## src/cache_cfg_pkg.sv

```systemverilog
`default_nettype none

package cache_cfg_pkg;

  // word address width seen on both buses
  localparam int ADR_W = 25;
  localparam int DAT_W = 32;

  // two low address bits pick the word within a line
  localparam int WORD_SEL_W = 2;
  localparam int WORDS = 1 << WORD_SEL_W;

  // the tag field is sized for the default index width
  localparam int DEF_IDX_W = 8;
  localparam int DEF_TAG_W = ADR_W - DEF_IDX_W - WORD_SEL_W;

  typedef logic [WORDS-1:0][DAT_W-1:0] line_words_t;

  // one dirty bit per word so a flush writes back only modified words
  typedef struct packed {
    logic                 valid;
    logic [WORDS-1:0]     dirty;
    logic [DEF_TAG_W-1:0] tag;
  } tag_state_t;

endpackage

`default_nettype wire

```

## src/wb_pkg.sv

```systemverilog
`default_nettype none

package wb_pkg;

  typedef struct packed {
    logic                                  cyc;
    logic                                  stb;
    logic                                  we;
    logic [cache_cfg_pkg::ADR_W-1:0]       adr;
    logic [cache_cfg_pkg::DAT_W/8-1:0]     sel;
    logic [cache_cfg_pkg::DAT_W-1:0]       dat;
  } wb_req_t;

  typedef struct packed {
    logic                                  ack;
    logic [cache_cfg_pkg::DAT_W-1:0]       dat;
  } wb_rsp_t;

  typedef enum logic {FLUSH, FILL} xfer_op_e;

  // base is the address of word 0 of the line being moved
  typedef struct packed {
    logic                                  start;
    xfer_op_e                              op;
    logic [cache_cfg_pkg::ADR_W-1:0]       base;
    cache_cfg_pkg::line_words_t            words;
    logic [cache_cfg_pkg::WORDS-1:0]       dirty;
  } xfer_req_t;

  typedef struct packed {
    logic                                  done;
    cache_cfg_pkg::line_words_t            words;
  } xfer_rsp_t;

endpackage

`default_nettype wire

```

## src/cache_ctrl.sv

```systemverilog
`timescale 1ns/1ps
`default_nettype none

module cache_ctrl #(
  parameter int IDX_W = 8
) (
  input  logic                       clk_i,
  input  logic                       rst_i,
  input  wb_pkg::wb_req_t            s_req_i,
  output wb_pkg::wb_rsp_t            s_rsp_o,
  output logic                       hit_o,
  output logic [IDX_W-1:0]           tag_addr_o,
  output logic                       tag_we_o,
  output cache_cfg_pkg::tag_state_t  tag_wdata_o,
  input  cache_cfg_pkg::tag_state_t  tag_rdata_i,
  output logic [IDX_W-1:0]           data_addr_o,
  output logic                       data_we_o,
  output cache_cfg_pkg::line_words_t data_wdata_o,
  input  cache_cfg_pkg::line_words_t data_rdata_i,
  output wb_pkg::xfer_req_t          xfer_req_o,
  input  wb_pkg::xfer_rsp_t          xfer_rsp_i
);

  import cache_cfg_pkg::*;
  import wb_pkg::*;

  // index widths below the default would need a wider tag field
  localparam int TAG_W = ADR_W - IDX_W - WORD_SEL_W;

  typedef enum logic [2:0] {
    S_INIT, S_IDLE, S_READ, S_COMPARE, S_XFER, S_FILL_WR, S_ACK
  } state_e;

  state_e                state_q;
  logic [IDX_W-1:0]      init_cnt_q;
  logic                  missed_q;
  logic                  start_q;
  xfer_op_e              op_q;
  wb_req_t               req_q;
  tag_state_t            ts_q;
  line_words_t           line_q;
  logic [DAT_W-1:0]      rdata_q;

  logic [TAG_W-1:0]      req_tag;
  logic [IDX_W-1:0]      req_idx;
  logic [WORD_SEL_W-1:0] req_word;
  logic [IDX_W-1:0]      store_idx;
  logic                  hit;
  logic                  need_flush;
  logic [DAT_W-1:0]      merged_word;
  tag_state_t            fill_ts;

  assign req_tag  = req_q.adr[ADR_W-1 -: TAG_W];
  assign req_idx  = req_q.adr[WORD_SEL_W +: IDX_W];
  assign req_word = req_q.adr[WORD_SEL_W-1:0];

  assign hit        = ts_q.valid && (ts_q.tag == DEF_TAG_W'(req_tag));
  assign need_flush = ts_q.valid && (|ts_q.dirty);
  assign fill_ts    = '{valid: 1'b1, dirty: '0, tag: DEF_TAG_W'(req_tag)};

  always_comb begin
    merged_word = line_q[req_word];
    for (int b = 0; b < DAT_W / 8; b++) begin
      if (req_q.sel[b]) begin
        merged_word[8*b +: 8] = req_q.dat[8*b +: 8];
      end
    end
  end

  always_ff @(posedge clk_i or posedge rst_i) begin
    if (rst_i) begin
      state_q    <= S_INIT;
      init_cnt_q <= '0;
      missed_q   <= 1'b0;
      start_q    <= 1'b0;
      op_q       <= FILL;
    end else begin
      start_q <= 1'b0;
      case (state_q)
        S_INIT: begin
          init_cnt_q <= init_cnt_q + IDX_W'(1);
          if (&init_cnt_q) begin
            state_q <= S_IDLE;
          end
        end
        S_IDLE: begin
          if (s_req_i.cyc && s_req_i.stb) begin
            missed_q <= 1'b0;
            state_q  <= S_READ;
          end
        end
        S_READ: state_q <= S_COMPARE;
        S_COMPARE: begin
          if (hit) begin
            state_q <= S_ACK;
          end else begin
            // the old line goes out first when it holds modified words
            missed_q <= 1'b1;
            start_q  <= 1'b1;
            op_q     <= need_flush ? FLUSH : FILL;
            state_q  <= S_XFER;
          end
        end
        S_XFER: begin
          if (xfer_rsp_i.done) begin
            if (op_q == FLUSH) begin
              start_q <= 1'b1;
              op_q    <= FILL;
            end else begin
              state_q <= S_FILL_WR;
            end
          end
        end
        S_FILL_WR: state_q <= S_COMPARE;
        S_ACK:     state_q <= S_IDLE;
        default:   state_q <= S_IDLE;
      endcase
    end
  end

  always_ff @(posedge clk_i) begin
    case (state_q)
      S_IDLE: begin
        if (s_req_i.cyc && s_req_i.stb) begin
          req_q <= s_req_i;
        end
      end
      S_READ: begin
        ts_q   <= tag_rdata_i;
        line_q <= data_rdata_i;
      end
      S_COMPARE: begin
        if (hit && req_q.we) begin
          line_q[req_word]     <= merged_word;
          ts_q.dirty[req_word] <= 1'b1;
        end else if (hit) begin
          rdata_q <= line_q[req_word];
        end
      end
      S_XFER: begin
        if (xfer_rsp_i.done && op_q == FILL) begin
          line_q <= xfer_rsp_i.words;
          ts_q   <= fill_ts;
        end
      end
      default: ;
    endcase
  end

  // the index comes straight from the bus while idle so the read starts in cycle 0
  always_comb begin
    store_idx    = req_idx;
    tag_we_o     = 1'b0;
    data_we_o    = 1'b0;
    tag_wdata_o  = ts_q;
    data_wdata_o = line_q;
    case (state_q)
      S_INIT: begin
        store_idx   = init_cnt_q;
        tag_we_o    = 1'b1;
        tag_wdata_o = '0;
      end
      S_IDLE: store_idx = s_req_i.adr[WORD_SEL_W +: IDX_W];
      S_FILL_WR: begin
        tag_we_o  = 1'b1;
        data_we_o = 1'b1;
      end
      S_ACK: begin
        tag_we_o  = req_q.we;
        data_we_o = req_q.we;
      end
      default: ;
    endcase
  end

  assign tag_addr_o  = store_idx;
  assign data_addr_o = store_idx;

  always_comb begin
    s_rsp_o.ack      = (state_q == S_ACK);
    s_rsp_o.dat      = rdata_q;
    xfer_req_o.start = start_q;
    xfer_req_o.op    = op_q;
    xfer_req_o.words = line_q;
    xfer_req_o.dirty = ts_q.dirty;
    if (op_q == FLUSH) begin
      xfer_req_o.base = {ts_q.tag[TAG_W-1:0], req_idx, WORD_SEL_W'(0)};
    end else begin
      xfer_req_o.base = {req_tag, req_idx, WORD_SEL_W'(0)};
    end
  end

  assign hit_o = (state_q == S_ACK) && !missed_q;

endmodule

`default_nettype wire

```

## config.mk

```make
export PLATFORM = sky130hd
export DESIGN_NAME = cache_ctrl
export DESIGN_NICKNAME = d
export VERILOG_FILES = /design/src/cache_cfg_pkg.sv /design/src/wb_pkg.sv /design/src/cache_ctrl.sv
export SDC_FILE = /design/constraint.sdc
export NUM_CORES = 1
export LEC_CHECK = 0
export BUFFER_PORTS_ARGS = -buffer_cell sky130_fd_sc_hd__buf_2
export CAP_MARGIN = 30
export CORE_AREA = 2 2 276 278
export CTS_BUF_LIST = sky130_fd_sc_hd__clkbuf_4
export DETAILED_ROUTE_END_ITERATION = 8
export DIE_AREA = 0 0 278 280
export PLACE_DENSITY = 0.39
export SLEW_MARGIN = 30
export SYNTH_ARGS = -nofsm -noshare
export SYNTH_HDL_FRONTEND = slang
export SYNTH_SLANG_ARGS = --single-unit
```

## constraint.sdc

```tcl
create_clock -name clk_i -period 9.3 [get_ports clk_i]
set_input_delay 0.93 -clock clk_i [delete_from_list [all_inputs] [get_ports clk_i]]
set_output_delay 0.93 -clock clk_i [all_outputs]
set_load 0.01 [all_outputs]
```

======== Yosys cells after proc, flatten, opt, wreduce, memory -nomap -nowiden ========
Cells that the tools add are included.
storage, ports and cells
  register bits ........................... 256
  bits of input ports ..................... 343
operators by class
  add/sub/neg operators ................... 1
  magnitude comparators ................... 2
  equality and inequality tests ........... 14
  mux-type cells .......................... 41
  bitwise logic cells ..................... 2
  reduce and logical (&&, ||, !) cells .... 24
operators with widths
  cell                                                  number
  case mux 128 bit (3 select lines)                     1
  two-way mux 128 bit                                   2
  bitwise mux 128 bit                                   1
  binary-select mux 32 bit (select 2 bit)               1
  demux 32 bit (select 2 bit)                           1
  two-way mux 32 bit                                    2
  two-way mux 20 bit                                    2
  two-way mux 8 bit                                     4
  case mux 15 bit (2 select lines)                      1
  two-way mux 25 bit                                    1
  case mux 8 bit (2 select lines)                       1
  equality test 15 bit                                  1
  case mux 3 bit (5 select lines)                       1
  inequality test 2 bit (second input constant)         7
  two-way mux 3 bit                                     4
  case mux 1 bit (2 select lines)                       6
  case mux 4 bit (3 select lines)                       1
  AND reduction 3 bit                                   4
  equality test 3 bit (second input constant)           3
  two-way mux 1 bit                                     9
  adder 8 x 1 -> 8 bit (second input constant)          1
  AND reduction 8 bit                                   1
  logical AND 1 bit                                     7
  equality test 3 x 2 -> 1 bit (second input constant)  2
  other kinds (16)                                      20

======== Logic depth before layout (Yosys ltp) ========
  word-level depth ........................ 7
  depth in mapped cells ................... 8

======== Least setup slack after synthesis ========
Ideal clock, no wire load.
  path type ............................... input to register
  start point ............................. in xfer_rsp_i[128] (netlist name)
  end point ............................... reg line_q (netlist bit data_wdata_o[0]) (enable)
  arrival time ............................ 3820 ps
  required time ........................... 8857 ps
  path slack .............................. 5036 ps
  stages .................................. 3
  cell sequence ........................... nand4b_1 -> a21oi_1 -> a31o_2
between the ends
  cells in the longest elaborated chain, start to end .. 3
RTL lines
  element                                 RTL line           source
  start, declared                         cache_ctrl.sv:21   input wb_pkg::xfer_rsp_t xfer_rsp_i
  logical AND 1 bit                       cache_ctrl.sv:141  if (xfer_rsp_i.done && op_q == FILL) begin
  inequality test 2 bit (no source line)  -
  AND reduction 3 bit (no source line)    -
  end signal, assigned                    cache_ctrl.sv:130  line_q <= data_rdata_i;
  end signal, assigned by index           cache_ctrl.sv:134  line_q[req_word] <= merged_word;
  end signal, assigned                    cache_ctrl.sv:142  line_q <= xfer_rsp_i.words;
  end, declared                           cache_ctrl.sv:41   line_words_t line_q;
Every way passes these cells.
A chain may end at the register's enable or synchronous reset.

======== Worst setup path after layout ========
  start point ............................. reg ts_q[1] (netlist name)
  end point ............................... reg line_q (netlist bit data_wdata_o[12]) (enable)
between the ends
  cells in the longest elaborated chain, start to end .. 5
RTL lines
  element                                 RTL line           source
  start, declared                         cache_ctrl.sv:40   tag_state_t ts_q;
  start signal, assigned                  cache_ctrl.sv:129  ts_q <= tag_rdata_i;
  start signal, assigned                  cache_ctrl.sv:143  ts_q <= fill_ts;
  equality test 15 bit                    cache_ctrl.sv:57   assign hit = ts_q.valid && (ts_q.tag == DEF_TAG_W'(req_tag));
  logical AND 1 bit                       cache_ctrl.sv:57
  logical AND 1 bit                       cache_ctrl.sv:133  if (hit && req_q.we) begin
  inequality test 2 bit (no source line)  -
  AND reduction 3 bit (no source line)    -
Every way passes these cells.

==> impl_summary.txt <==
----------------------------------------------------
[Layout]
  Footprint of the flip-flops and latches ... 7619 sq um
  Most common library cell in the layout ignoring fill and taps ... buf_2
  Post-route cell area ... 18470 sq um
  Fraction of layout instances using a drive strength above 1 ... between 50% and 60%
  Most frequent cells in the layout ... 699 x buf_2, 242 x edfxtp_1, 137 x mux2i_1, 128 x a22oi_1, 115 x clkbuf_4
  Synthesis-to-layout area growth ... 30.72%
  Total area of multi-input combinational cells ... between 4000 and 5000 sq um
  Final #Nets ... 2035
  Filler cell count in the final layout ... 8103

[Clock network]
  TritonCTS clock tree ... yes
  Hold Buf Count CTS ... 0
  TritonCTS Sinks ... 256
  Maximum count of clock buffers along a single path ... 3
  Post-CTS Resized ... 0
  CTS Root Buffer Type ... clkbuf_4
  H-tree level count ... 3
  Setup bufs post-CTS ... 0
  Number of buffers created by CTS ... 81
  Clock latency reported for the late side of the worst-skew pair ... 780 ps
  Clock slew at reported path FFs ... approximately 60 ps

[Global routing]
  Vias in the first global route ... 12010
  Antenna violations before repair ... 11
  Gr ovfl total ... 0
  Largest net degree at the start of global routing ... 75
  GRT Total Usage ... 14.97%
  First-pass GRT wire length ... between 80000 and 90000 um

[STA]
  Worst clock skew on the final layout ... 65.33 ps
  Unrepaired setup endpoints after global routing ... false
  Total negative slack for setup checks ... 0 ps
  Setup ws final ... around 5500 ps
  Worst Tran Pin Value ... 927.0 ps
  Final count of pins violating max slew ... 0
  Worst max-slew margin expressed relative to the limit ... 38.20%
  Final critical delay including setup and external delays ... 3799 ps
  Final period utilization ... approximately two fifths
  Fmax ... 263.2 MHz
  Final hold violation count ... 0
  Endpoints failing setup ... 0

[Critical path]
  Critical path startpoint category ... flip-flop
  Worst setup endpoint ... data_wdata_o[12]$_DFFE_PP_
  Destination of the worst register-to-register timing path ... data_wdata_o[12]$_DFFE_PP_
  R2R cell count ... 6
  Register-to-register path setup slack ... ~5500 ps
  WP data arrival ... 4160 ps
  Critical Path Source ... ts_q[1]$_DFFE_PP_
  Worst Path Max Fanout ... 74
  Source of the worst register-to-register timing path ... ts_q[1]$_DFFE_PP_
  Worst Path Required ... 9670 ps
  Start-to-end type of the worst setup path ... flip-flop to flip-flop
  Critical Path Sink Type ... flip-flop

[Floorplanning]
  Die area ... 77840 sq um
  Chip Height ... ~280 um
  Die Width ... 278 um
  Initial Util ... 18.80%
  Area of the core region ... 75190 sq um
  Cell Rows ... 101
  I/O pins ... ~700

[Yosys]
  Count of unique library cells instantiated by Yosys ... between 40 and 50
  Yosys warns ... 0
  Cell type with the highest aggregate area in the netlist ... edfxtp_1
  Mean post-synth cell area ... between 10 and 15 sq um
  Cells after synthesis ... ~1100
  Cell area after synthesis ... between 10000 and 15000 sq um
  Leading post-synthesis cells by cell area ... edfxtp_1 51%, mux2i_1 9.7%, buf_4 8.1%, a22oi_1 6.8%, mux4_2 5.1%
  Area share of the leading cell type in the synthesized netlist ... 51.42%
  Seq cells post-synth ... about 260
  Sequential-to-total area share from yosys stat ... a little over half

[Run status]
  Run status ... completed

[Route]
  Post-detailed-route DRC marker count ... 0
  Vias per Instance ... 4.277
  Aggregate routed wire length ... 60570 um
  DR WL/cell ... 22.26 um
  Vias ... 11640
  Router iterations before antenna repair ... 6
  DR iter-0 viols ... 649
  Post-detailed-route count of antenna-violating nets ... 0

[Placed design]
  Routability cong. ... 0.8102
  Worst slack at placement ... approximately 5500 ps
  Count of input and output buffers ... 699
  Placed Area ... 17450 sq um
  Half-perimeter wire length after detailed placement ... 44370 um

[Power and ir drop]
  Largest vdd supply drop ... between 0.0001 and 0.00015 V
  Pwr/cell area ... 273.5 nW/um^2
  Total leakage power ... 8.190 nW
  Final total power ... 5.053 mW

[Job]
  Max-cap violations ... 0

[Worst hold path]
  Worst min-delay path class ... input port to asynchronous set/reset pin

----------------------------------------------------
==> worst max-delay path: stages, from the launching register on <==
cell,delay (ps)
edfxtp_1,430
xnor2_1,190
nand4_1,180
nor4_1,800
a31o_4,250
buf_4,640
buf_6,630
==> stage by stage <==
| stage | hold slack (ps) | utilization [%] | instances |
|---|---|---|---|
| finish | 215.5 | 24.57 | 2721 |
| global route | 115.6 | 24.57 | 2721 |
| CTS | 83.56 | 24.56 | 2717 |
| detailed placement | 503.3 | 23.21 | 2586 |
| global placement | 496.8 | 23.19 | 2586 |
| floorplan | 466.6 | - | 1115 |
==> cells by family after synthesis <==
family	count (synthesis)	share of synthesized area [%]
buffers and inverters	226	11.30
adders and majority gates	1	0.08852
DFF	256	53.91
muxes	185	16.08
xor gates and xnor gates	22	1.363
AOI/OAI and AO/OA	283	12.38
other	1	0.02653
and+or+nand+nor	140	4.861
==> state kept, by name (all words and copies together) (netlist names) <==
signal and count:
missed_q 1, start_q 1, init_cnt_q 8, data_wdata_o 128
xfer_req_o 4, req_q 39, ts_q 16, req_idx 8
op_q 1, state_q 3, rdata_q 32, fill_ts 15
==> where the power goes <==
part | internal, mW | switching, mW | total (mW)
combinational | 0.727 | 1.20 | 1.92
sequential | 1.66 | 0.292 | 1.95
clock | 0.642 | 0.538 | 1.18
total | 3.03 | 2.03 | 5.05
==> worst min-delay path by stage <==
stage | to | from | slack (ps) | depth (start not counted)
floorplan | init_cnt_q[4]$_DFFE_PP0P_ | init_cnt_q[4]$_DFFE_PP0P_ | 470 | 1
global placement | init_cnt_q[4]$_DFFE_PP0P_ | init_cnt_q[4]$_DFFE_PP0P_ | 500 | 1
CTS | init_cnt_q[1]$_DFFE_PP0P_ | rst_i | 80 | 2
global route | init_cnt_q[1]$_DFFE_PP0P_ | rst_i | 120 | 2
finish | init_cnt_q[1]$_DFFE_PP0P_ | rst_i | 220 | 2
detailed placement | init_cnt_q[4]$_DFFE_PP0P_ | init_cnt_q[4]$_DFFE_PP0P_ | 500 | 1
==> synth_stat cells, drive strengths merged <==
| cell type | number |
|---|---|
| mux2 | 16 |
| nor2 | 23 |
| nand2 | 60 |
| nor4 | 1 |
| buf | 205 |
| nand4 | 6 |
| and2 | 7 |
| nand2b | 4 |
| or2 | 2 |
| dfrtp | 13 |
| xor2 | 3 |
| inv | 4 |
| nand3 | 8 |
| mux4 | 32 |
| a31oi | 1 |
| a22oi | 128 |
| xnor2 | 19 |
| a31o | 1 |
| o41a | 1 |
| edfxtp | 242 |
| dfstp | 1 |
| a21oi | 20 |
| o21ai | 131 |
| nor3 | 5 |
| mux2i | 137 |
| nand4b | 1 |
| o22ai | 1 |
| nor2b | 23 |
| ha | 1 |
| conb | 1 |
| clkbuf | 17 |
==> layout make-up <==
type | count | area share, %
flip-flops and latches | 256 | 41.24
multi-input cells | 633 | 26.93
repair buffers | 715 | 19.61
well taps | 978 | 6.624
clock buffers | 115 | 4.673
clock inverters | 16 | 0.7924
inverters | 4 | 0.08127
diodes | 4 | 0.05418
==> routing by layer <==
| layer | GRT usage (%) | wire length, um | vias up | share of wire (%) |
|---|---|---|---|---|
| met2 | 25.74 | 30160 | 520 | 50 |
| met3 | 4.064 | 3977 | 85 | 6.6 |
| met1 | 18.48 | 25290 | 5724 | 42 |
| met5 | 0 | 61 | - | 0.10 |
| met4 | 3.853 | 1084 | 10 | 1.8 |
| li1 | - | - | 5300 | - |
No activity file was read; power rests on OpenSTA's default activity.
