## config.mk

```make
export PLATFORM = sky130hd
export DESIGN_NAME = line_mover
export DESIGN_NICKNAME = d
export VERILOG_FILES = /design/src/cache_cfg_pkg.sv /design/src/wb_pkg.sv /design/src/line_mover.sv
export SDC_FILE = /design/constraint.sdc
export NUM_CORES = 1
export LEC_CHECK = 0
export BUFFER_PORTS_ARGS = -buffer_cell sky130_fd_sc_hd__clkbuf_2
export CAP_MARGIN = 10
export CORE_AREA = 2 2 150 152
export DETAILED_ROUTE_END_ITERATION = 6
export DIE_AREA = 0 0 152 154
export PLACE_DENSITY = 0.51
export SYNTH_ARGS = -nofsm -noshare
export SYNTH_HDL_FRONTEND = slang
export SYNTH_SLANG_ARGS = --single-unit
```

## constraint.sdc

```tcl
create_clock -name clk_i -period 7.7 [get_ports clk_i]
set_input_delay 0.77 -clock clk_i [delete_from_list [all_inputs] [get_ports clk_i]]
set_output_delay 0.77 -clock clk_i [all_outputs]
set_load 0.005 [all_outputs]
```

## src/cache_cfg_pkg.sv

```systemverilog
`default_nettype none

package cache_cfg_pkg;

  // word address width seen on both buses
  localparam int ADR_W = 25;
  localparam int DAT_W = 32;

  // two low address bits pick the word within a line
  localparam int WORD_SEL_W = 2;
  localparam int WORDS = 1 << WORD_SEL_W;

  // the tag field is sized for the default index width
  localparam int DEF_IDX_W = 8;
  localparam int DEF_TAG_W = ADR_W - DEF_IDX_W - WORD_SEL_W;

  typedef logic [WORDS-1:0][DAT_W-1:0] line_words_t;

  // one dirty bit per word so a flush writes back only modified words
  typedef struct packed {
    logic                 valid;
    logic [WORDS-1:0]     dirty;
    logic [DEF_TAG_W-1:0] tag;
  } tag_state_t;

endpackage

`default_nettype wire

```

## src/wb_pkg.sv

```systemverilog
`default_nettype none

package wb_pkg;

  typedef struct packed {
    logic                                  cyc;
    logic                                  stb;
    logic                                  we;
    logic [cache_cfg_pkg::ADR_W-1:0]       adr;
    logic [cache_cfg_pkg::DAT_W/8-1:0]     sel;
    logic [cache_cfg_pkg::DAT_W-1:0]       dat;
  } wb_req_t;

  typedef struct packed {
    logic                                  ack;
    logic [cache_cfg_pkg::DAT_W-1:0]       dat;
  } wb_rsp_t;

  typedef enum logic {FLUSH, FILL} xfer_op_e;

  // base is the address of word 0 of the line being moved
  typedef struct packed {
    logic                                  start;
    xfer_op_e                              op;
    logic [cache_cfg_pkg::ADR_W-1:0]       base;
    cache_cfg_pkg::line_words_t            words;
    logic [cache_cfg_pkg::WORDS-1:0]       dirty;
  } xfer_req_t;

  typedef struct packed {
    logic                                  done;
    cache_cfg_pkg::line_words_t            words;
  } xfer_rsp_t;

endpackage

`default_nettype wire

```

## src/line_mover.sv

```systemverilog
`timescale 1ns/1ps
`default_nettype none

module line_mover (
  input  logic              clk_i,
  input  logic              rst_i,
  input  wb_pkg::xfer_req_t xfer_req_i,
  output wb_pkg::xfer_rsp_t xfer_rsp_o,
  output wb_pkg::wb_req_t   m_req_o,
  input  wb_pkg::wb_rsp_t   m_rsp_i
);

  import cache_cfg_pkg::*;
  import wb_pkg::*;

  typedef enum logic [1:0] {M_IDLE, M_ISSUE, M_GAP} mstate_e;

  mstate_e               state_q;
  logic [WORD_SEL_W-1:0] cnt_q;
  logic                  done_q;
  line_words_t           line_q;
  logic [WORDS-1:0]      need;
  logic [WORD_SEL_W:0]   first_idx;
  logic [WORD_SEL_W:0]   next_idx;

  // lowest word at or above from that needs a transfer, the top bit set means none
  function automatic logic [WORD_SEL_W:0] first_from(input logic [WORDS-1:0] mask,
                                                     input logic [WORD_SEL_W:0] from);
    logic [WORD_SEL_W:0] idx;
    idx = (WORD_SEL_W+1)'(WORDS);
    for (int i = WORDS - 1; i >= 0; i--) begin
      if (mask[i] && i >= int'(from)) begin
        idx = (WORD_SEL_W+1)'(i);
      end
    end
    return idx;
  endfunction

  assign need      = (xfer_req_i.op == FILL) ? '1 : xfer_req_i.dirty;
  assign first_idx = first_from(need, '0);
  assign next_idx  = first_from(need, {1'b0, cnt_q} + (WORD_SEL_W+1)'(1));

  always_ff @(posedge clk_i or posedge rst_i) begin
    if (rst_i) begin
      state_q <= M_IDLE;
      cnt_q   <= '0;
      done_q  <= 1'b0;
    end else begin
      done_q <= 1'b0;
      case (state_q)
        M_IDLE: begin
          if (xfer_req_i.start && first_idx[WORD_SEL_W]) begin
            done_q <= 1'b1;
          end else if (xfer_req_i.start) begin
            cnt_q   <= first_idx[WORD_SEL_W-1:0];
            state_q <= M_ISSUE;
          end
        end
        M_ISSUE: begin
          if (m_rsp_i.ack && next_idx[WORD_SEL_W]) begin
            done_q  <= 1'b1;
            state_q <= M_IDLE;
          end else if (m_rsp_i.ack) begin
            cnt_q   <= next_idx[WORD_SEL_W-1:0];
            state_q <= M_GAP;
          end
        end
        M_GAP:   state_q <= M_ISSUE;
        default: state_q <= M_IDLE;
      endcase
    end
  end

  always_ff @(posedge clk_i) begin
    if (state_q == M_ISSUE && m_rsp_i.ack && xfer_req_i.op == FILL) begin
      line_q[cnt_q] <= m_rsp_i.dat;
    end
  end

  always_comb begin
    m_req_o.cyc = (state_q == M_ISSUE);
    m_req_o.stb = (state_q == M_ISSUE);
    m_req_o.we  = (xfer_req_i.op == FLUSH);
    m_req_o.adr = {xfer_req_i.base[ADR_W-1:WORD_SEL_W], cnt_q};
    m_req_o.sel = '1;
    m_req_o.dat = xfer_req_i.words[cnt_q];
  end

  assign xfer_rsp_o.done  = done_q;
  assign xfer_rsp_o.words = line_q;

endmodule

`default_nettype wire

```

* Yosys cells after proc, flatten, opt, wreduce, memory -nomap -nowiden
Index checks and enable logic that the tools add are counted.
** Word-level totals
- Register bits :: 133
- Input bits :: 194
- Output and inout port bits :: 193
- Logic and storage cells :: 62
** Cells by class
- Add/sub/neg operators :: 1
- Magnitude comparators :: 6
- Equality and inequality tests :: 7
- Muxes and demuxes :: 27
- Bitwise gates (word level) :: 1
- Reduce and logical (&&, ||, !) cells :: 13
** Operators by type and width (number)
- $bwmux W128 :: 1
- $bmux W32 S2 :: 1
- $demux W32 S2 :: 1
- $mux W32 :: 2
- $mux W3 :: 8
- $mux W2 :: 8
- $logic_and A1 B1 Y1 :: 9
- $ge A1 B3 Y1 const A :: 2
- $ge A2 B3 Y1 const A :: 2
- $ne A2 B2 Y1 const B :: 3
- $pmux W2 S3 :: 1
- $reduce_and A5 Y1 :: 1
- $mux W4 :: 1
- $pmux W2 S2 :: 1
- $add A2 B1 Y3 const B :: 1
- $lt A2 B3 Y1 const B :: 1
- $ne A3 B1 Y1 const B :: 1
- $reduce_and A3 Y1 :: 1
- $eq A2 B1 Y1 const B :: 1
- $eq A2 B2 Y1 const B :: 1
- $ge A2 B1 Y1 const B :: 1
- $logic_not A2 Y1 :: 1
- $mux W1 :: 2
- $ne A2 B1 Y1 const B :: 1
- other kinds (3) :: 3

* Logic depth before layout (Yosys ltp)
Gate-level depths: netlist of run 1.
- Depth after elaboration :: 10
- Depth in mapped cells :: 6
- Gate-level depth less buffers :: 5

* Least setup slack after synthesis of run 1
Ideal clock, no wire load.
- Path type :: input port to flip-flop
- From :: input xfer_req_i[157] (netlist name)
- To :: register line_q, in the netlist xfer_rsp_o[100] (enable)
- Setup time :: 461 ps
- Arrival :: 3206 ps
- Data required time :: 7239 ps
- Slack :: 4033 ps
- Stages :: 3
- Buffers on the path :: 1
- Path through :: buf_6 > nand3_1 > nor3_1
** On the way
- Cells in the longest elaborated chain, start to end :: 1
** RTL lines
- start, declared :: RTL line line_mover.sv:7 : input wb_pkg::xfer_req_t xfer_req_i,
- $logic_and A1 B1 Y1 :: RTL line line_mover.sv:75 : if (state_q == M_ISSUE && m_rsp_i.ack && xfer_req_i.op == FILL) begin
- end signal, assigned by index :: RTL line line_mover.sv:76 : line_q[cnt_q] <= m_rsp_i.dat;
- end, declared :: RTL line line_mover.sv:21 : line_words_t line_q;
Every way passes these cells.
A chain may end at the register's enable or synchronous reset.

==> results of run 1 <==
[final timing paths]
check | endpoint | slack, ns | depth (start not counted) | startpoint
worst max-delay path | m_req_o[11] | 4.82 | 3 | cnt_q[0]
worst min-delay path | done_q | 0.25 | 2 | rst_i
worst max register to register | xfer_rsp_o[0] | 5.22 | 4 | state_q[0]
worst min register to register | done_q | 0.53 | 1 | state_q[1]
max in group asynchronous | cnt_q[0] | 7.26 | 2 | rst_i
min in group clk_i | done_q | 0.53 | 1 | state_q[1]
[report_power, final]
| part | internal [mW] | switching (mW) | total [mW] |
|---|---|---|---|
| Sequential | 0.843 | 0.0158 | 0.859 |
| Combinational | 0.256 | 0.251 | 0.507 |
| Clock | 0.453 | 0.315 | 0.768 |
[layout make-up]
cell class	count	area, sq um	area share (%)
Clock buffer	18	429	5.62
Clock inverter	14	139	1.82
Inverter	6	22.5	0.295
Multi-Input combinational cell	73	987	12.9
Sequential cell	133	3970	52.0
Tap cell	280	350	4.59
Timing Repair Buffer	343	1740	22.8
[flip-flops by register name, summed over array words and instances (netlist names)]
name        flops
done_q          1
cnt_q           2
state_q         2
xfer_rsp_o    128
[critical path: cells and delay by family, from the launching register on]
| kind | cells | cell delay, ns |
|---|---|---|
| buf+inv | 2 | 0.69 |
| mux | 1 | 0.64 |
| flops | 1 | 0.34 |
[cells in the final DEF (no fill, tap or decap), types with 3 or more instances in the layout]
master / n
edfxtp_1: 128
nor3_2: 5
inv_6: 6
dfrtp_1: 4
inv_1: 5
clkbuf_16: 17
buf_4: 9
clkinvlp_4: 3
nor2_1: 7
mux4_2: 32
clkbuf_2: 334
conb_1: 4
a21oi_1: 4
[stage by stage]
stage | hold slack [ns] | std cells | setup slack, ns | power, mW
after floorplan | 0.497 | 251 | 4.03 | 1.19
after global placement | 0.526 | 835 | 5.24 | 1.38
after detailed placement | 0.528 | 835 | 5.22 | 1.39
after CTS | 0.235 | 867 | 4.77 | 2.17
after global routing | 0.257 | 867 | 4.69 | 2.24
final | 0.245 | 867 | 4.82 | 2.13
[kinds of logic (layout without fill, tap and decap cells)]
kind of cell / Yosys count / in the layout / share of synthesized area, %
flops: 133 / 133 / 75.7
compound gates: 14 / 14 / 2.08
simple gates: 21 / 21 / 1.96
other cells: 1 / 4 / 0.0715
mux: 34 / 34 / 14.1
buf+inv: 45 / 381 / 6.06
[metal layers]
metal  share of wire [%]  global-route usage [%]  up-vias
li1                    -                       -     1625
met1                  37                    14.9     1843
met2                  54                    26.4      248
met3                 7.5                    4.09       20
met4                 1.9                    4.36        0
met5                   0                       0        -
==> flow_metrics.py, run 1 <==
metrics = {
    "clocking": {
        "cts_tree": "built",
        "cts_inserted_buffers": 17,
        "cts.sinks": 133,
        "h-tree-depth": 4,
        "cts_resized": 0,
        "clock_latency_ns": 0.40,
        "path_clk_slew_ns": 0.06,
        "cts_hold_buf": 0,
        "clockBufferDepth": 2,
        "post_cts_buffers": 0,
        "ctsRootBufferMaster": "clkbuf_16",
    },
    "sta": {
        "relSlewSlack_pct": 52.6,
        "hold_viol_final": 0,
        "worst_slew_pin_slew_ns": 0.711,
        "skew_ns": 0.00832,
        "fin_tns_setup_ns": 0,
        "finalSetupViolCount": 0,
        "drv_slew": 0,
        "timing.final.crit_period_ns": 2.88,
        "rsz0062_at_grt": "no",
        "max_freq_mhz": 347,
        "fin_crit_sh_pct": 37.4,
    },
    "die": {
        "die_w_um": 152,
        "die_area_sq_um": 23400,
        "io_pins": 387,
        "fp.dieH_um": 154,
        "fp.coreArea_sq_um": 21700,
        "num_rows": 54,
        "initial_core_util_pct": 24.2,
    },
    "global_routing": {
        "grt_usage_pct": 13.9,
        "grt_max_degree": 42,
        "grt_pass1_wl_um": 24500,
        "gr-total-overflow": 0,
        "antenna_found_initial": 0,
        "grt_pass1_vias": 3981,
    },
    "worst_setup_path": {
        "end_kind": "output pin",
        "worstPathCellList": "buf_4 -> mux4_2 -> clkbuf_2",
        "arrival_ns": 2.11,
        "slowest_stage": "mux4_2",
        "critPathMaxStageDelay_ns": 0.64,
        "crit_required_ns": 6.93,
        "crit_type": "flip-flop to output pin",
        "worst-path-max-fanout": 40,
        "cp-start-kind": "flip-flop",
    },
    "route": {
        "wl_per_cell_um": 19.5,
        "vias": 3736,
        "via_per_inst": 4.31,
        "ant_nets": 0,
        "drtPass1Iterations": 4,
        "drc_errors": 0,
        "dr.first_iter.drc_count": 184,
        "routed_wl_um": 16900,
    },
    "synth": {
        "yosys_warnings": 0,
        "ys.flop_type": "edfxtp_1",
        "syn-cell-area_sq_um": 5240,
        "synth_top_area_share_pct": 73.3,
        "synth_area_leader_cell": "edfxtp_1",
        "postSynth.asyncResetShare_pct": 3.76,
        "ys_ff_latch": 133,
        "synth_commonest_cells": "128 x edfxtp_1, 32 x mux4_2, 30 x buf_4",
        "yosys-top-cells-area": "edfxtp_1 73%, mux4_2 14%, buf_4 4.3%",
        "yosysMostFrequentCell": "edfxtp_1",
        "avgSynthCellArea_sq_um": 21.1,
        "syn_inst": 248,
        "ys_seq_area_share_pct": 75.7,
        "yosysUniqueCellTypes": 26,
        "synth_edf_count": 128,
    },
    "placed_design": {
        "postPlaceCellArea_sq_um": 7070,
        "gp_congestion": 0.879,
        "hpwl_um": 13200,
        "port_buffers": 334,
    },
    "power": {
        "p_leak_nw": 3.22,
        "ir_worst_vdd_uv": 136,
        "powerDensity_nw_per_um2": 279,
    },
    "cells_and_area": {
        "final_area_sq_um": 7640,
        "drive_gt1_share_pct": 70.9,
        "antennaDiodeCount": 0,
        "finalNetCount": 768,
        "syn_to_final_growth_pct": 45.7,
        "final_core_util_pct": 35.2,
        "fillCellCount": 2104,
    },
    "job": {
        "cap_violations": 0,
    },
    "status": {
        "status": "finished, final reports clean",
    },
    "hold_path": {
        "hp-class": "primary input to asynchronous set/reset pin",
    },
}
Note: power is estimated with default switching activity, not from simulation.
==> inputs of run 2 (changes only) <==
--- a/config.mk
+++ b/config.mk
@@ -7,9 +7,9 @@
 export LEC_CHECK = 0
 export BUFFER_PORTS_ARGS = -buffer_cell sky130_fd_sc_hd__clkbuf_2
 export CAP_MARGIN = 10
-export CORE_AREA = 2 2 150 152
+export CORE_AREA = 2 2 149 151
 export DETAILED_ROUTE_END_ITERATION = 6
-export DIE_AREA = 0 0 152 154
+export DIE_AREA = 0 0 151 153
 export PLACE_DENSITY = 0.51
 export SYNTH_ARGS = -nofsm -noshare
 export SYNTH_HDL_FRONTEND = slang
==> constraint.sdc (replaced) <==
create_clock -name clk_i -period 2.7 [get_ports clk_i]
set_input_delay 0.27 -clock clk_i [delete_from_list [all_inputs] [get_ports clk_i]]
set_output_delay 0.27 -clock clk_i [all_outputs]
set_load 0.005 [all_outputs]
==> run 2 against run 1 <==
  * Clock-buffer cell count is 1 lower
  * Total power grew to 2.9 times the previous value
  * Largest cell class unchanged
  * Sequential cell count stayed put
  * Critical endpoint is now m_req_o[22]
  * Final area is 0.80% higher
  * Die area is 1.3% lower
  * Wire length is 1.7% lower
  * Via count is 1.7% lower
  * Setup slack worse by 4.4 ns
  * Non-clock buffer count is 3 higher
  * Sequential power grew to 2.9 times the previous value
  * Register-to-register slack worse by 4.5 ns
==> flow_metrics.py, run 2 (same netlist as run 1, synthesis figures left out) <==
metrics = {
    "worst_setup_path": {
        "worstSetupStartpoint": "cnt_q[0]",
        "crit_type": "flip-flop to output pin",
        "r2r_setup_slack_ns": 0.69,
        "path_buf_inv": 2,
        "arrival_ns": 2.03,
        "crit_end": "m_req_o[22]",
        "worstPathCellList": "buf_4 -> mux4_2 -> clkbuf_2",
        "worst-path-max-fanout": 20,
        "crit_family": "flip-flops",
        "critPathMaxStageDelay_ns": 0.72,
        "ff2ff_path_depth": 5,
        "r2r_start": "state_q[0]",
        "end_kind": "output pin",
        "rr_endpoint": "xfer_rsp_o[120]",
        "crit_required_ns": 2.43,
        "slowest_stage": "dfrtp_2",
        "cp-start-kind": "flip-flop",
        "cp_num_cells": 3,
    },
    "route": {
        "ant_nets": 0,
        "drc_errors": 0,
        "dr.first_iter.drc_count": 126,
        "drtPass1Iterations": 4,
        "via_per_inst": 4.20,
        "routed_wl_um": 16600,
        "wl_per_cell_um": 19.0,
        "vias": 3674,
    },
    "clocking": {
        "cts_inserted_buffers": 17,
        "cts_tree": "built",
        "h-tree-depth": 4,
        "ctsRootBufferMaster": "clkbuf_16",
        "path_clk_slew_ns": 0.07,
        "cts_resized": 0,
        "clockBufferDepth": 2,
        "clock_latency_ns": 0.40,
        "cts.sinks": 133,
    },
    "sta": {
        "rsz0062_at_grt": "no",
        "worst_slew_pin_slew_ns": 0.552,
        "relSlewSlack_pct": 63.2,
        "setup_ws_ns": 0.402,
        "whs_ns": 0.0771,
        "timing.final.crit_period_ns": 2.30,
        "skew_ns": 0.0133,
        "hold_viol_final": 0,
        "fin_tns_setup_ns": 0,
        "finalSetupViolCount": 0,
        "max_freq_mhz": 435,
        "fin_crit_sh_pct": 85.1,
        "drv_slew": 0,
    },
    "power": {
        "power.total_mw": 6.17,
        "ir_worst_vdd_uv": 386,
        "switchingPower_mw": 1.75,
        "pwr-share-clk_pct": 36.0,
        "powerDensity_nw_per_um2": 802,
        "swShare_pct": 28.3,
        "p_seq_share_pct": 40.7,
        "p_leak_nw": 3.25,
        "pwr-share-comb_pct": 23.3,
        "internal_power_mw": 4.43,
    },
    "cells_and_area": {
        "final_core_util_pct": 35.8,
        "final_area_sq_um": 7700,
        "finalNetCount": 771,
        "layout_commonest_cell": "clkbuf_2",
        "largest_reg_flops": 128,
        "drive_gt1_share_pct": 71.0,
        "syn_to_final_growth_pct": 46.8,
        "fin_cells": 874,
        "final_cell_mix": "334 x clkbuf_2, 128 x edfxtp_1, 32 x mux4_2",
    },
    "die": {
        "die_w_um": 151,
        "initial_core_util_pct": 24.4,
        "num_rows": 54,
        "die_area_sq_um": 23100,
        "io_pins": 387,
        "fp.dieH_um": 153,
        "fp.coreArea_sq_um": 21500,
    },
    "status": {
        "status": "finished, final reports clean",
    },
    "placed_design": {
        "hpwl_um": 13000,
        "postPlaceCellArea_sq_um": 7100,
        "gp_congestion": 0.859,
        "port_buffers": 334,
        "dp.cells": 837,
        "dp_slack_ns": 0.668,
    },
    "global_routing": {
        "grt_pass1_vias": 3843,
        "grt_usage_pct": 14.1,
        "grt_pass1_wl_um": 23800,
        "gr-total-overflow": 0,
        "antenna_found_initial": 4,
        "grt_max_degree": 39,
    },
    "hold_path": {
        "hp-class": "primary input to flip-flop",
    },
    "job": {
        "cap_violations": 0,
    },
}
-- run 2: timing repair --
action,CTS,global route
setup endpoints to repair,0,0
buffers inserted,0,0
endpoints found under the hold margin,5,0
hold buffers,1,0
-- run 2: power by group through the flow --
stage / combinational [mW] / sequential (mW) / clock (mW)
2_1_floorplan: 0.881 / 2.52 / 0
3_3_place_gp: 1.44 / 2.56 / 0
3_5_place_dp: 1.46 / 2.56 / 0
4_1_cts: 1.47 / 2.52 / 2.28
5_1_grt: 1.57 / 2.53 / 2.37
6_report: 1.44 / 2.51 / 2.22
-- run 2: worst min path at each step --
stage | endpoint | start | slack, ns | cells past startpoint
3_5_place_dp | done_q | rst_i | 0.17 | 2
5_1_grt | xfer_rsp_o[22] | m_rsp_i[22] | 0.07 | 1
4_1_cts | xfer_rsp_o[22] | m_rsp_i[22] | 0.06 | 1
3_3_place_gp | done_q | rst_i | 0.17 | 2
2_1_floorplan | cnt_q[0] | rst_i | 0.05 | 1
6_report | xfer_rsp_o[54] | m_rsp_i[22] | 0.08 | 1
-- run 2: layout make-up --
class / count / area (sq um)
Clock buffer: 17 / 425
Clock inverter: 15 / 156
Fill cell: 2081 / 13800
Sequential cell: 133 / 3970
Tap cell: 280 / 350
Timing Repair Buffer: 346 / 1780
Antenna cell: 4 / 10.0
Inverter: 6 / 22.5
Multi-Input combinational cell: 73 / 987
-- run 2: per-layer routing --
metal  wire length [um]  up-vias  GRT usage, %  part of all wire [%]
met1               6060     1774          15.1                    37
met2               8640      238          25.3                    52
met5                  0        -             0                     0
li1                   -     1641             -                     -
met4                315        0          6.23                   1.9
met3               1560       21          4.39                   9.4
==> inputs of run 3 (changes only) <==
--- a/config.mk
+++ b/config.mk
@@ -11,6 +11,7 @@
 export DETAILED_ROUTE_END_ITERATION = 6
 export DIE_AREA = 0 0 151 153
 export PLACE_DENSITY = 0.51
+export RECOVER_POWER = 25
 export SYNTH_ARGS = -nofsm -noshare
 export SYNTH_HDL_FRONTEND = slang
 export SYNTH_SLANG_ARGS = --single-unit
==> run 3 against run 2 <==
  * Clock-buffer cell count unchanged
  * Critical path depth unchanged
  * Sequential share of layout area up 0.24 points
  * Worst hold slack better by 0.034 ns
  * Register-to-register slack about the same
  * Clock power about the same
==> flow_metrics.py, run 3 (same netlist as run 1, synthesis figures left out) <==
metrics = {
    "status": {
        "status": "finished, final reports clean",
    },
    "global_routing": {
        "grt_pass1_vias": 3843,
        "grt_pass1_wl_um": 23800,
        "grt_max_degree": 39,
        "antenna_found_initial": 4,
        "grt_usage_pct": 14.1,
        "gr-total-overflow": 0,
    },
    "worst_setup_path": {
        "ff2ff_path_depth": 5,
        "slowest_stage": "dfrtp_2",
        "crit_required_ns": 2.43,
        "crit_type": "flip-flop to output pin",
        "arrival_ns": 2.03,
        "critPathMaxStageDelay_ns": 0.72,
        "worst-path-max-fanout": 20,
        "cp_num_cells": 3,
        "path_buf_inv": 2,
        "r2r_setup_slack_ns": 0.69,
        "rr_endpoint": "xfer_rsp_o[119]",
        "crit_end": "m_req_o[22]",
        "cp-start-kind": "flip-flop",
        "worstPathCellList": "buf_4 -> mux4_2 -> clkbuf_2",
        "worstSetupStartpoint": "cnt_q[0]",
        "r2r_start": "state_q[0]",
        "crit_family": "flip-flops",
        "end_kind": "output pin",
    },
    "placed_design": {
        "postPlaceCellArea_sq_um": 7100,
        "port_buffers": 334,
        "dp.cells": 837,
        "hpwl_um": 13000,
        "dp_slack_ns": 0.668,
        "gp_congestion": 0.859,
    },
    "sta": {
        "rsz0062_at_grt": "no",
        "relSlewSlack_pct": 63.3,
        "fin_tns_setup_ns": 0,
        "finalSetupViolCount": 0,
        "drv_slew": 0,
        "setup_ws_ns": 0.403,
        "fin_crit_sh_pct": 85.1,
        "max_freq_mhz": 435,
        "timing.final.crit_period_ns": 2.30,
        "skew_ns": 0.0132,
        "hold_viol_final": 0,
        "worst_slew_pin_slew_ns": 0.551,
    },
    "clocking": {
        "clock_latency_ns": 0.40,
        "cts.sinks": 133,
        "cts_tree": "built",
        "path_clk_slew_ns": 0.07,
        "clockBufferDepth": 2,
        "h-tree-depth": 4,
        "ctsRootBufferMaster": "clkbuf_16",
        "cts_hold_buf": 1,
        "cts_resized": 0,
        "cts_inserted_buffers": 17,
        "post_cts_buffers": 0,
    },
    "cells_and_area": {
        "syn_to_final_growth_pct": 46.2,
        "final-seq-area_sq_um": 3970,
        "drive_gt1_share_pct": 66.1,
        "final_core_util_pct": 35.7,
        "fillCellCount": 2098,
        "finalNetCount": 771,
        "fin_cells": 874,
        "multi_input_area_sq_um": 987,
        "largest_reg_flops": 128,
        "layout_commonest_cell": "clkbuf_2",
        "final_area_sq_um": 7660,
        "final_cell_mix": "305 x clkbuf_2, 128 x edfxtp_1, 32 x mux4_2",
    },
    "die": {
        "fp.dieH_um": 153,
        "num_rows": 54,
        "initial_core_util_pct": 24.4,
        "die_w_um": 151,
        "die_area_sq_um": 23100,
        "fp.coreArea_sq_um": 21500,
        "io_pins": 387,
    },
    "route": {
        "via_per_inst": 4.21,
        "drtPass1Iterations": 4,
        "wl_per_cell_um": 19.0,
        "vias": 3678,
        "routed_wl_um": 16600,
        "drc_errors": 0,
        "dr.first_iter.drc_count": 108,
        "ant_nets": 0,
    },
    "hold_path": {
        "hp-class": "primary input to flip-flop",
    },
    "job": {
        "cap_violations": 0,
    },
    "power": {
        "p_leak_nw": 3.16,
        "powerDensity_nw_per_um2": 805,
        "ir_worst_vdd_uv": 387,
    },
}
## run 3: layout make-up
class	count	share of cell area [%]
sequential	133	51.8
timing repair buffer	346	22.7
multi-input combinational	73	12.9
clock buffer	17	5.55
tap	280	4.57
clock inverter	15	2.04
inverter	6	0.294
antenna	4	0.131
## run 3: worst min path at each step
| stage | from | to | slack, ns | cells past startpoint |
|---|---|---|---|---|
| 6_report | m_rsp_i[26] | xfer_rsp_o[122] | 0.11 | 1 |
| 5_1_grt | m_rsp_i[27] | xfer_rsp_o[91] | 0.10 | 1 |
| 4_1_cts | m_rsp_i[22] | xfer_rsp_o[22] | 0.06 | 1 |
| 3_5_place_dp | rst_i | done_q | 0.17 | 2 |
| 3_3_place_gp | rst_i | done_q | 0.17 | 2 |
| 2_1_floorplan | rst_i | cnt_q[0] | 0.05 | 1 |
## run 3: power by group
group | total [mW] | switching, mW | internal (mW)
sequential | 2.51 | 0.109 | 2.40
clock | 2.22 | 0.985 | 1.24
combinational | 1.43 | 0.651 | 0.782
## run 3: through the flow
stage	total power, mW	hold WS [ns]
6_report	6.17	0.111
5_1_grt	6.47	0.104
4_1_cts	6.27	0.0617
3_5_place_dp	4.02	0.170
3_3_place_gp	4.00	0.165
2_1_floorplan	3.40	0.0485
## run 3: layer usage
| metal | global-route usage [%] | up-vias | share of wire, % |
|---|---|---|---|
| li1 | - | 1645 | - |
| met1 | 15.1 | 1769 | 37 |
| met2 | 25.3 | 243 | 52 |
| met3 | 4.39 | 21 | 9.3 |
| met4 | 6.23 | 0 | 1.9 |
| met5 | 0 | - | 0 |
